## src/common/consolePkg.sv

```systemverilog
`default_nettype none

package consolePkg;

    // one character cell, plain 8-bit ASCII
    typedef logic [7:0] charT;

    // control codes handled by the parser
    localparam charT ASCII_BS    = 8'h08;
    localparam charT ASCII_LF    = 8'h0A;
    localparam charT ASCII_CR    = 8'h0D;
    localparam charT ASCII_ESC   = 8'h1B;

    // fill for the clear sweep, also the space key
    localparam charT ASCII_SPACE = 8'h20;

    // escape sequence progress
    // clearing is the multi-cycle screen wipe after ESC [ 2 J
    typedef enum logic [2:0] {
        idle,
        gotEsc,
        gotBracket,
        gotTwo,
        clearing
    } parserStateT;

endpackage

`default_nettype wire

```

## src/keyboard/keyboardEncoder.sv

```systemverilog
`default_nettype none

module keyboardEncoder #(
    parameter int TX_BUFFER_DEPTH = 4
) (
    input  logic             clk,
    input  logic             rstN,
    input  logic             scanValid,
    input  logic [7:0]       scanCode,
    input  logic             shiftHeld,
    input  logic             txCredit,
    output logic             txPush,
    output consolePkg::charT txByte
);

    import consolePkg::*;

    localparam int CREDIT_W = $clog2(TX_BUFFER_DEPTH + 1);

    charT                ascii;
    logic                isLetter;
    logic                mapped;
    logic [CREDIT_W-1:0] credits;
    logic                push;

    // no credit left means the key is dropped
    assign push = scanValid && mapped && credits != '0;

    // scan code set 2 to ASCII
    always_comb begin
        ascii    = '0;
        isLetter = 1'b1;
        mapped   = 1'b1;
        case (scanCode)
            8'h1C: ascii = "a";
            8'h32: ascii = "b";
            8'h21: ascii = "c";
            8'h23: ascii = "d";
            8'h24: ascii = "e";
            8'h2B: ascii = "f";
            8'h34: ascii = "g";
            8'h33: ascii = "h";
            8'h43: ascii = "i";
            8'h3B: ascii = "j";
            8'h42: ascii = "k";
            8'h4B: ascii = "l";
            8'h3A: ascii = "m";
            8'h31: ascii = "n";
            8'h44: ascii = "o";
            8'h4D: ascii = "p";
            8'h15: ascii = "q";
            8'h2D: ascii = "r";
            8'h1B: ascii = "s";
            8'h2C: ascii = "t";
            8'h3C: ascii = "u";
            8'h2A: ascii = "v";
            8'h1D: ascii = "w";
            8'h22: ascii = "x";
            8'h35: ascii = "y";
            8'h1A: ascii = "z";
            default: isLetter = 1'b0;
        endcase
        if (isLetter) begin
            // upper case sits 0x20 below lower case
            if (shiftHeld) begin
                ascii = ascii - 8'h20;
            end
        end else begin
            case (scanCode)
                8'h16: ascii = shiftHeld ? "!" : "1";
                8'h1E: ascii = shiftHeld ? "@" : "2";
                8'h26: ascii = shiftHeld ? "#" : "3";
                8'h25: ascii = shiftHeld ? "$" : "4";
                8'h2E: ascii = shiftHeld ? "%" : "5";
                8'h36: ascii = shiftHeld ? "^" : "6";
                8'h3D: ascii = shiftHeld ? "&" : "7";
                8'h3E: ascii = shiftHeld ? "*" : "8";
                8'h46: ascii = shiftHeld ? "(" : "9";
                8'h45: ascii = shiftHeld ? ")" : "0";
                8'h29: ascii = ASCII_SPACE;
                // enter goes out as a bare CR
                8'h5A: ascii = ASCII_CR;
                8'h66: ascii = ASCII_BS;
                default: mapped = 1'b0;
            endcase
        end
    end

    always_ff @(posedge clk) begin
        txByte <= ascii;
        if (!rstN) begin
            // one credit per transmit buffer slot
            credits <= CREDIT_W'(TX_BUFFER_DEPTH);
            txPush  <= 1'b0;
        end else begin
            txPush  <= push;
            // spent on push and returned on each txCredit pulse
            credits <= credits - CREDIT_W'(push) + CREDIT_W'(txCredit);
        end
    end

endmodule

`default_nettype wire

```

## config.mk

```make
export PLATFORM = sky130hd
export DESIGN_NAME = keyboardEncoder
export DESIGN_NICKNAME = d
export VERILOG_FILES = /design/src/common/consolePkg.sv /design/src/keyboard/keyboardEncoder.sv
export SDC_FILE = /design/constraint.sdc
export NUM_CORES = 1
export LEC_CHECK = 0
export BUFFER_PORTS_ARGS = -buffer_cell sky130_fd_sc_hd__buf_4
export CELL_PAD_IN_SITES_DETAIL_PLACEMENT = 2
export CELL_PAD_IN_SITES_GLOBAL_PLACEMENT = 2
export CORE_UTILIZATION = 30
export CTS_BUF_LIST = sky130_fd_sc_hd__clkbuf_2
export DETAILED_ROUTE_END_ITERATION = 16
export PLACE_DENSITY = 0.88
export SLEW_MARGIN = 20
export SYNTH_ARGS = -nofsm -noshare
export SYNTH_HDL_FRONTEND = slang
export SYNTH_SLANG_ARGS = --single-unit
```

## constraint.sdc

```tcl
create_clock -name clk -period 2.4 [get_ports clk]
set_input_delay 0.12 -clock clk [delete_from_list [all_inputs] [get_ports clk]]
set_output_delay 0.12 -clock clk [all_outputs]
set_load 0.005 [all_outputs]
```

==> flow_metrics.py, run 1 <==
metrics = {
    "placement": {
        "dp_hpwl_mm": 5.81,
        "globalplace.congestion": 0.896,
        "port_buffers": 21,
        "pre_cts_ws_ns": -0.603,
    },
    "sta": {
        "crit_endpoint": "credits[2]$_SDFF_PN1_/D",
        "endpoint_type": "register input",
    },
    "yosys": {
        "syn-instance-count": 191,
        "netlist_area_sq_um": 1400,
        "syn_avg_cell_area_sq_um": 7.32,
        "synth_top_area_cell": "dfxtp_1",
        "synth-edff-count": 0,
        "synth_nets": 207,
        "synth-main-ff-cell": "dfxtp_1",
        "yosysWarnings": 0,
        "synthArstFlopShare_pct": 0,
        "synth-seq-cells": 12,
        "synth_top_area_share_pct": 17.2,
        "yosys.cell_types.count": 57,
        "synth.yosys.seq_area_share_pct": 17.2,
        "synthTopCellsByArea": "dfxtp_1, nand2b_1, a21oi_1, buf_2, nand2_1",
    },
    "cts": {
        "clk_path_buf_depth": 2,
        "cts_buffers": 3,
        "clockRootBuffer": "clkbuf_2",
        "htree_levels": 1,
        "cts_sinks": 12,
    },
    "status": {
        "lastStage": "5_1_grt",
        "status": "stopped before the end",
        "firstError": "[ERROR DPL-0033] detailed placement checks failed during check placement.",
    },
    "floorplanning": {
        "initial_core_util_pct": 31.7,
        "num_rows": 24,
        "die_w_um": 70.3,
        "ios": 22,
        "fp.dieH_um": 70.3,
    },
    "global_route": {
        "grt_max_degree": 22,
        "antenna_found_initial": 0,
    },
}
-- Yosys cell counts, types with 3 or more instances --
master	number
nand4b_1	3
xnor2_1	4
nand2b_1	10
or3_1	4
o31ai_1	4
nand3_1	6
nand2_1	15
a211oi_1	3
o21ai_0	4
nor3b_1	5
nor3_1	6
nor2_1	11
nand4_1	4
nand3b_1	4
o211ai_1	4
dfxtp_1	12
o21a_1	3
inv_1	8
and3_1	3
and2_1	4
buf_4	4
buf_2	12
a21oi_1	12
nor2b_1	6
-- per-stage QoR --
| stage | area (sq um) | instances |
|---|---|---|
| detailed placement | 2030 | 307 |
| CTS | 2330 | 335 |
| floorplan | 1430 | 191 |
| global placement | 2030 | 307 |
-- timing repair --
action                     4_1_cts
hold endpoints to repair         1
buffers inserted                23
pin swaps                       18
resized for setup               28
setup endpoints to repair        2
hold buffers                     1
-- logic make-up after synthesis --
| logic type | Yosys count | synth area share [%] |
|---|---|---|
| other | 1 | 0.268 |
| and+or+nand+nor | 96 | 42.0 |
| buffers and inverters | 26 | 9.13 |
| xor gates and xnor gates | 5 | 3.13 |
| DFF | 12 | 17.2 |
| adders and majority gates | 3 | 3.22 |
| AOI/OAI and AO/OA | 47 | 24.4 |
| muxes | 1 | 0.716 |
==> inputs of run 2 (changes only) <==
--- a/config.mk
+++ b/config.mk
@@ -6,12 +6,9 @@
 export NUM_CORES = 1
 export LEC_CHECK = 0
 export BUFFER_PORTS_ARGS = -buffer_cell sky130_fd_sc_hd__buf_4
-export CELL_PAD_IN_SITES_DETAIL_PLACEMENT = 2
-export CELL_PAD_IN_SITES_GLOBAL_PLACEMENT = 2
 export CORE_UTILIZATION = 30
-export CTS_BUF_LIST = sky130_fd_sc_hd__clkbuf_2
 export DETAILED_ROUTE_END_ITERATION = 16
-export PLACE_DENSITY = 0.88
+export PLACE_DENSITY_LB_ADDON = 0.15
 export SLEW_MARGIN = 20
 export SYNTH_ARGS = -nofsm -noshare
 export SYNTH_HDL_FRONTEND = slang
==> constraint.sdc (replaced) <==
create_clock -name clk -period 3.1 [get_ports clk]
set_input_delay 0.155 -clock clk [delete_from_list [all_inputs] [get_ports clk]]
set_output_delay 0.155 -clock clk [all_outputs]
set_load 0.005 [all_outputs]
==> run 2 against run 1 <==
Compared with the run above: the run now ends clean; synthesized cell count unchanged; synthesized area unchanged.
==> flow_metrics.py, run 2 <==
metrics = {
    "routing": {
        "firstDrtPassIters": 6,
        "drt_iter0_markers": 112,
        "wire_per_inst_um": 17.1,
        "vias": 1526,
        "via_per_inst": 5.87,
        "wirelength_mm": 4.45,
        "dr.max_layer_used": "met4",
        "wl_met2_mm": 2.14,
        "wl_met1_mm": 1.91,
        "antenna_left": 0,
        "drcViolationCount": 0,
        "met3_length_um": 323,
    },
    "cells_and_area": {
        "n_fill_cell": 473,
        "final_common_cell": "buf_4",
        "reg_top3": "txByte x8, credits x3, txPush x1",
        "layout_common_cells": "buf_4, nand2_1, a21oi_1, dfxtp_1, nor2_1",
        "finalNonFillerCells": 260,
        "largest_register": "txByte",
        "drive_gt1_share_pct": 19.2,
        "diodes": 0,
        "stdcell_area_sq_um": 1650,
        "area_delta_synth_final_pct": 18.3,
        "fin_nets": 225,
        "largest_reg_flops": 8,
    },
    "yosys": {
        "synthArstFlopShare_pct": 0,
        "synth_top_family_by_area": "simple AND/OR/NAND/NOR gates",
        "synth_nets": 207,
        "synth_xor_area_share_pct": 3.13,
        "synthTopCellsByArea": "dfxtp_1, nand2b_1, a21oi_1, buf_2, nand2_1",
        "synthMuxAreaShare_pct": 0.716,
        "synth.most_common_cell": "nand2_1",
        "synth_fa_ha_area_share_pct": 3.22,
        "syn_avg_cell_area_sq_um": 7.32,
        "synth_compound_area_share_pct": 24.4,
        "synth_top_area_share_pct": 17.2,
        "yosysWarnings": 0,
        "synth-seq-cells": 12,
        "synthTopCellsByCount": "nand2_1, a21oi_1, buf_2, dfxtp_1, nor2_1",
        "synth.yosys.seq_area_share_pct": 17.2,
        "synth_top_area_cell": "dfxtp_1",
        "yosys.cell_types.count": 57,
        "netlist_area_sq_um": 1400,
        "synthSimpleGateAreaFrac_pct": 42.0,
        "synth-edff-count": 0,
        "synth-main-ff-cell": "dfxtp_1",
        "syn-instance-count": 191,
    },
    "sta": {
        "worst_pin_slew_ns": 0.516,
        "rsz0062_at_grt": "false",
        "finClkSkew_ns": 0.000305,
        "final_max_slew_viol_count": 0,
        "hold_viol": 0,
        "setup_slack_ns": 0.347,
        "min_period_ns": 2.75,
        "setup_viol": 0,
        "holdWs_ns": 0.0943,
        "fmax_ghz": 0.363,
        "tns_ns": 0,
        "relSlewSlack_pct": 65.1,
        "fin_crit_sh_pct": 88.8,
    },
    "global_route": {
        "grt_pass1_vias": 1529,
        "grt_overflow": 0,
        "grt_max_degree": 26,
        "antenna_found_initial": 0,
        "track_usage_pct": 18.8,
        "grt_pass1_wl_mm": 7.51,
    },
    "cts": {
        "post_cts_resized": 0,
        "postCtsSetupBuffers": 0,
        "clockRootBuffer": "clkbuf_8",
        "cts_tree": "done",
        "holdBufCountCts": 0,
        "clk_path_buf_depth": 2,
        "htree_levels": 1,
        "insertion_delay_ns": 0.24,
        "cts_buffers": 3,
        "clk_pin_slew_ns": 0.05,
        "cts_sinks": 12,
    },
    "placement": {
        "dp_cells": 256,
        "post_dp_cell_area_sq_um": 1600,
        "globalplace.congestion": 0.958,
        "pre_cts_ws_ns": 0.0763,
        "port_buffers": 21,
        "dp_hpwl_mm": 3.27,
    },
    "floorplanning": {
        "ios": 22,
        "dieArea_sq_um": 4940,
        "num_rows": 24,
        "die_w_um": 70.3,
        "core_sq_um": 4410,
        "initial_core_util_pct": 31.7,
        "fp.dieH_um": 70.3,
    },
    "run": {
        "max_cap_viol_count": 0,
    },
    "setup_path": {
        "worstReg2RegStart": "credits[1]",
        "worstPathMaxFanout": 23,
        "worstSetupPathType": "in2reg",
        "required_ns": 3.23,
        "critPathArrivalTime_ns": 2.89,
        "cp-start-kind": "primary input",
        "crit_start": "scanCode[5]",
        "end_kind": "flip-flop",
    },
    "status": {
        "status": "completed",
    },
    "pwr": {
        "p_leak_nw": 0.619,
        "power_density_nw_per_um2": 323,
        "vdd_drop_max_mv": 0.204,
    },
    "worst_hold_path": {
        "hold_class": "in2reg",
        "hold_path.startpoint": "rstN",
    },
}
run 2: path summary, 6_finish.rpt:
check | to | cells after the start | slack, ns
worst max-delay path | credits[2] | 13 | 0.35
worst max register to register | credits[2] | 9 | 0.99
worst min-delay path | credits[2] | 2 | 0.09
worst min register to register | credits[2] | 2 | 0.54
run 2: kinds of logic (layout without fill, tap and decap cells):
family                   count (synthesis)  after routing
multiplexers                             1              1
other                                    1              1
adder cells (fa/ha/maj)                  3              3
flip-flops                              12             12
AND/OR/NAND/NOR                         96             96
buffers and inverters                   26             43
XOR/XNOR                                 5              5
AO/OA/AOI/OAI                           47             47
run 2: report_power, final:
group	internal, W	total [W]	switching [W]
clock network	0.000112	0.000167	0.0000550
registers	0.000173	0.000185	0.0000117
logic	0.0000813	0.000182	0.000101
run 2: stage by stage:
step	power, W	util, %
CTS	0.000539	37.4
global route	0.000569	37.4
global placement	0.000364	36.2
detailed placement	0.000369	36.2
floorplan	0.000312	-
finish	0.000535	37.4
run 2: cell type report:
cell class                      instances  area, sq um  area share [%]
Inverter                                8         30.0            1.82
Sequential cell                        12          240            14.5
Timing Repair Buffer                   31          233            14.1
Clock buffer                            4         55.1            3.33
Tap cell                               52         65.1            3.94
Multi-Input combinational cell        153         1030            62.3
run 2: worst max-delay path, stage by stage:
cell       delay (ns)
buf_4            0.22
or3b_1           0.39
a2111oi_2        0.43
a311oi_1         0.14
and4b_4          0.23
a41oi_2          0.17
ha_1             0.14
inv_1            0.04
ha_1             0.18
fa_1             0.39
xnor2_1          0.18
xnor2_1          0.14
nand2_1          0.07
run 2: per-layer routing:
metal | GRT usage, % | up-vias
li1 | - | 740
met4 | 4.89 | 0
met5 | 0 | -
met3 | 3.90 | 6
met2 | 30.3 | 65
met1 | 25.4 | 715
(Power assumes the default switching activity.)
==> inputs of run 3 (changes only) <==
--- a/config.mk
+++ b/config.mk
@@ -6,6 +6,7 @@
 export NUM_CORES = 1
 export LEC_CHECK = 0
 export BUFFER_PORTS_ARGS = -buffer_cell sky130_fd_sc_hd__buf_4
+export CORE_MARGIN = 4
 export CORE_UTILIZATION = 30
 export DETAILED_ROUTE_END_ITERATION = 16
 export PLACE_DENSITY_LB_ADDON = 0.15
==> run 3 against run 2 <==
Compared with the run above: clock skew is essentially flat; non-clock buffer count shrank 1; core utilization shrank 0.42 points; total power shrank 0.49%; global-route usage shrank 3.9 points; flip-flop and latch count is the same; worst hold slack gained 0.0068 ns; design area shrank 0.45%; first-iteration DRC count grew 49%; register-to-register slack gained 0.02 ns; sequential power is essentially flat; largest cell class unchanged; highest routed layer unchanged.
==> flow_metrics.py, run 3 (synthesis results as in run 2) <==
metrics = {
    "status": {
        "status": "completed",
    },
    "pwr": {
        "p_leak_nw": 0.614,
        "power_density_nw_per_um2": 323,
        "vdd_drop_max_mv": 0.267,
    },
    "sta": {
        "worst_pin_slew_ns": 0.519,
        "finClkSkew_ns": 0.000306,
        "relSlewSlack_pct": 64.9,
        "final_max_slew_viol_count": 0,
        "hold_viol": 0,
        "fin_crit_sh_pct": 87.8,
        "rsz0062_at_grt": "false",
        "fmax_ghz": 0.367,
        "min_period_ns": 2.72,
        "tns_ns": 0,
        "setup_viol": 0,
    },
    "floorplanning": {
        "fp.dieH_um": 76.3,
        "core_sq_um": 4440,
        "die_w_um": 76.3,
        "initial_core_util_pct": 31.4,
        "num_rows": 24,
        "dieArea_sq_um": 5810,
        "ios": 22,
    },
    "setup_path": {
        "worstPathMaxFanout": 31,
        "worstSetupPathType": "in2reg",
        "cp-start-kind": "primary input",
        "required_ns": 3.23,
        "critPathArrivalTime_ns": 2.86,
        "end_kind": "flip-flop",
    },
    "global_route": {
        "track_usage_pct": 14.9,
        "grtUsageMet2_pct": 24.3,
        "grt_pass1_wl_mm": 7.29,
        "grt_max_degree": 32,
        "grt_pass1_vias": 1504,
        "use_met3_pct": 3.43,
        "grt_use_met1_pct": 19.0,
        "grt_overflow": 0,
        "antenna_found_initial": 0,
        "busiest_layer": "met2",
    },
    "cells_and_area": {
        "fin_nets": 224,
        "largest_register": "txByte",
        "multiInputGateArea_sq_um": 1030,
        "layout_common_cells": "buf_4, nand2_1, a21oi_1, dfxtp_1, nor2_1",
        "diodes": 0,
        "n_fill_cell": 492,
        "largest_reg_flops": 8,
        "area_delta_synth_final_pct": 17.7,
        "stdcell_area_sq_um": 1650,
        "final_common_cell": "buf_4",
        "reg_top3": "txByte x8, credits x3, txPush x1",
        "regArea_sq_um": 240,
        "drive_gt1_share_pct": 18.8,
    },
    "routing": {
        "drt_iter0_markers": 167,
        "via_per_inst": 5.97,
        "wire_per_inst_um": 16.4,
        "vias": 1545,
        "drcViolationCount": 0,
        "firstDrtPassIters": 4,
        "wirelength_mm": 4.26,
        "antenna_left": 0,
    },
    "cts": {
        "cts_sinks": 12,
        "post_cts_resized": 0,
        "clk_pin_slew_ns": 0.05,
        "cts_tree": "done",
        "clk_path_buf_depth": 2,
        "cts_buffers": 3,
        "insertion_delay_ns": 0.24,
        "postCtsSetupBuffers": 0,
        "holdBufCountCts": 0,
        "clockRootBuffer": "clkbuf_8",
        "htree_levels": 1,
    },
    "run": {
        "max_cap_viol_count": 0,
    },
    "worst_hold_path": {
        "hold_class": "in2reg",
    },
    "placement": {
        "globalplace.congestion": 0.970,
        "dp_hpwl_mm": 3.17,
        "post_dp_cell_area_sq_um": 1590,
        "port_buffers": 21,
    },
}
[run 3: cell types whose count changed in the layout (fill, tap and decap cells not counted)]
cell,change
buf_4,-1
[run 3: metrics by stage]
step	util [%]	setup WS (ns)	std cells	total power, W	hold slack [ns]
finish	37.0	0.377	259	0.000532	0.101
global route	37.0	0.242	259	0.000571	0.100
CTS	37.0	0.385	259	0.000540	0.0912
detailed placement	35.8	0.121	255	0.000367	0.353
global placement	35.8	0.211	255	0.000363	0.340
floorplan	-	0.472	191	0.000312	0.217
[run 3: area by class of cell]
| cell class | count | area share [%] |
|---|---|---|
| tap | 52 | 3.95 |
| timing repair buffer | 30 | 13.7 |
| multi-input combinational | 153 | 62.6 |
| sequential | 12 | 14.6 |
| clock buffer | 4 | 3.35 |
| inverter | 8 | 1.83 |
[run 3: critical path, stage by stage]
cell	delay, ns
buf_4	0.21
or3b_1	0.41
a2111oi_2	0.43
a311oi_1	0.12
and4b_4	0.23
a41oi_2	0.17
ha_1	0.15
inv_1	0.04
ha_1	0.18
fa_1	0.38
xnor2_1	0.18
xnor2_1	0.14
nand2_1	0.07
[run 3: routing by layer]
layer	part of all wire (%)	up-vias
met3	7.6	11
met4	2.8	0
met2	48	81
met5	0	-
li1	-	737
met1	42	716
[run 3: worst paths after layout]
check              startpoint         end  slack (ns)  cells past startpoint
setup reg to reg   credits[1]  credits[2]        1.01                      9
hold reg to reg    credits[1]  credits[2]        0.54                      2
setup / recovery  scanCode[3]  credits[2]        0.38                     13
hold / removal           rstN  credits[2]        0.10                      2
[run 3: power breakdown]
part,leakage (nW),internal (W),switching (W)
Clock,0.0288,0.000112,0.0000552
Combinational,0.487,0.0000807,0.0000996
Sequential,0.0984,0.000173,0.0000110
Total,0.614,0.000366,0.000166
==> inputs of run 4 (changes only) <==
--- a/config.mk
+++ b/config.mk
@@ -6,9 +6,12 @@
 export NUM_CORES = 1
 export LEC_CHECK = 0
 export BUFFER_PORTS_ARGS = -buffer_cell sky130_fd_sc_hd__buf_4
+export CELL_PAD_IN_SITES_DETAIL_PLACEMENT = 0
+export CELL_PAD_IN_SITES_GLOBAL_PLACEMENT = 1
 export CORE_MARGIN = 4
 export CORE_UTILIZATION = 30
 export DETAILED_ROUTE_END_ITERATION = 16
+export GPL_TIMING_DRIVEN = 1
 export PLACE_DENSITY_LB_ADDON = 0.15
 export SLEW_MARGIN = 20
 export SYNTH_ARGS = -nofsm -noshare
==> constraint.sdc (replaced) <==
create_clock -name clk -period 3.1 [get_ports clk]
set_input_delay 0.465 -clock clk [delete_from_list [all_inputs] [get_ports clk]]
set_output_delay 0.465 -clock clk [all_outputs]
set_load 0.005 [all_outputs]
==> run 4 against run 3 <==
Compared with the run above: wire length up 8.0%; clock power about the same; global-route usage up 1.3 points; total power up 6.6%; critical endpoint unchanged; largest power group is now combinational logic; highest routed layer unchanged.
==> flow_metrics.py, run 4 (synthesis results as in run 2) <==
metrics = {
    "floorplanning": {
        "num_rows": 24,
        "core_sq_um": 4440,
        "die_w_um": 76.3,
        "fp.dieH_um": 76.3,
        "initial_core_util_pct": 31.4,
        "dieArea_sq_um": 5810,
        "ios": 22,
    },
    "cells_and_area": {
        "layout_common_cells": "buf_4, nand2_1, a21oi_1, dfxtp_1, nor2_1",
        "stdcell_area_sq_um": 1930,
        "largest_reg_flops": 8,
        "final_common_cell": "buf_4",
        "reg_top3": "txByte x8, credits x3, txPush x1",
        "fin_nets": 258,
        "area_delta_synth_final_pct": 37.8,
        "diodes": 0,
        "largest_register": "txByte",
        "finalNonFillerCells": 293,
        "drive_gt1_share_pct": 30.3,
    },
    "sta": {
        "tns_ns": 0,
        "min_period_ns": 2.95,
        "relSlewSlack_pct": 56.6,
        "rsz0062_at_grt": "false",
        "final_max_slew_viol_count": 0,
        "setup_viol": 0,
        "hold_viol": 0,
        "fin_crit_sh_pct": 95.3,
        "fmax_ghz": 0.339,
        "finClkSkew_ns": 0.000227,
        "setup_slack_ns": 0.147,
        "worst_pin_slew_ns": 0.643,
        "holdWs_ns": 0.411,
    },
    "global_route": {
        "antenna_found_initial": 0,
        "grt_use_met1_pct": 21.8,
        "use_met3_pct": 2.96,
        "busiest_layer": "met2",
        "grt_pass1_wl_mm": 7.91,
        "track_usage_pct": 16.2,
        "grt_max_degree": 20,
        "grtUsageMet2_pct": 25.9,
        "grt_overflow": 0,
        "grt_pass1_vias": 1674,
    },
    "pwr": {
        "p_switching_w": 0.000171,
        "vdd_drop_max_mv": 0.198,
        "p_int_w": 0.000396,
        "seqPwrFrac_pct": 32.5,
        "clockPowerShare_pct": 29.3,
        "power_density_nw_per_um2": 295,
        "p_leak_nw": 0.786,
        "p_comb_share_pct": 38.2,
        "p_sw_share_pct": 30.2,
    },
    "worst_hold_path": {
        "hold_class": "in2reg",
        "hold_path.startpoint": "rstN",
        "hold_end": "credits[2]",
        "whs_path_depth": 2,
    },
    "cts": {
        "post_cts_resized": 0,
        "holdBufCountCts": 0,
        "cts_tree": "done",
        "insertion_delay_ns": 0.23,
        "clockRootBuffer": "clkbuf_8",
        "clk_path_buf_depth": 2,
        "cts_sinks": 12,
        "cts_buffers": 3,
        "postCtsSetupBuffers": 0,
        "htree_levels": 1,
        "clk_pin_slew_ns": 0.05,
    },
    "setup_path": {
        "cp-start-kind": "primary input",
        "rr_worst_depth": 9,
        "critPathArrivalTime_ns": 3.08,
        "required_ns": 3.23,
        "r2r-end": "credits[2]",
        "end_kind": "flip-flop",
        "worstReg2RegStart": "credits[1]",
        "worstSetupPathType": "in2reg",
        "worstPathMaxFanout": 8,
        "ff2ff_setup_slack_ns": 1.03,
    },
    "routing": {
        "drcViolationCount": 0,
        "drt_iter0_markers": 160,
        "vias": 1654,
        "wirelength_mm": 4.60,
        "firstDrtPassIters": 4,
        "antenna_left": 0,
        "wire_per_inst_um": 15.7,
        "via_per_inst": 5.65,
    },
    "run": {
        "max_cap_viol_count": 0,
    },
    "placement": {
        "post_dp_cell_area_sq_um": 1870,
        "dp_hpwl_mm": 3.68,
        "port_buffers": 21,
        "dp_cells": 289,
        "globalplace.congestion": 0.957,
        "pre_cts_ws_ns": -0.121,
    },
    "status": {
        "status": "completed",
    },
}
-- run 4: cell count changes in the layout (fill, tap and decap cells not counted), sizes merged --
cell	delta
buf	+34
-- run 4: metal layers --
metal  wire (um)  part of all wire, %
met5           0                    0
met3         233                  5.1
met1        2120                   46
met4          76                  1.7
met2        2170                   47
-- run 4: final cells by class --
type	instances	area [sq um]
Clock buffer	4	55.1
Fill cell	454	2520
Inverter	8	30.0
Multi-Input combinational cell	153	1030
Sequential cell	12	240
Tap cell	52	65.1
Timing Repair Buffer	64	505
-- run 4: worst max-delay path by stage --
stage / start / to / cells after the start / slack [ns]
floorplan: scanCode[3] / credits[2] / 15 / 0.16
global placement: scanCode[7] / credits[2] / 14 / -0.12
detailed placement: scanCode[3] / credits[2] / 13 / -0.12
CTS: scanCode[3] / credits[2] / 13 / 0.13
global route: scanCode[3] / credits[2] / 13 / 0.01
finish: scanCode[3] / credits[2] / 13 / 0.15
-- run 4: stage by stage --
stage / total power, W / utilization [%]
after global routing: 0.000607 / 43.3
after CTS: 0.000575 / 43.3
final: 0.000567 / 43.3
after detailed placement: 0.000402 / 42.1
after global placement: 0.000403 / 42.1
after floorplan: 0.000312 / -
-- run 4: critical path, cell delays in order --
cell,delay (ns)
buf_4,0.14
or3b_1,0.38
a2111oi_2,0.45
a311oi_1,0.13
and4b_4,0.22
a41oi_2,0.17
ha_1,0.14
inv_1,0.04
ha_1,0.18
fa_1,0.38
xnor2_1,0.18
xnor2_1,0.14
nand2_1,0.06
-- run 4: power by group through the flow --
stage                     clock, W  sequential [W]  combinational (W)
after floorplan                  0        0.000186           0.000126
after global placement           0        0.000186           0.000216
after detailed placement         0        0.000187           0.000214
after CTS                 0.000174        0.000184           0.000216
after global routing      0.000182        0.000186           0.000239
final                     0.000166        0.000184           0.000217
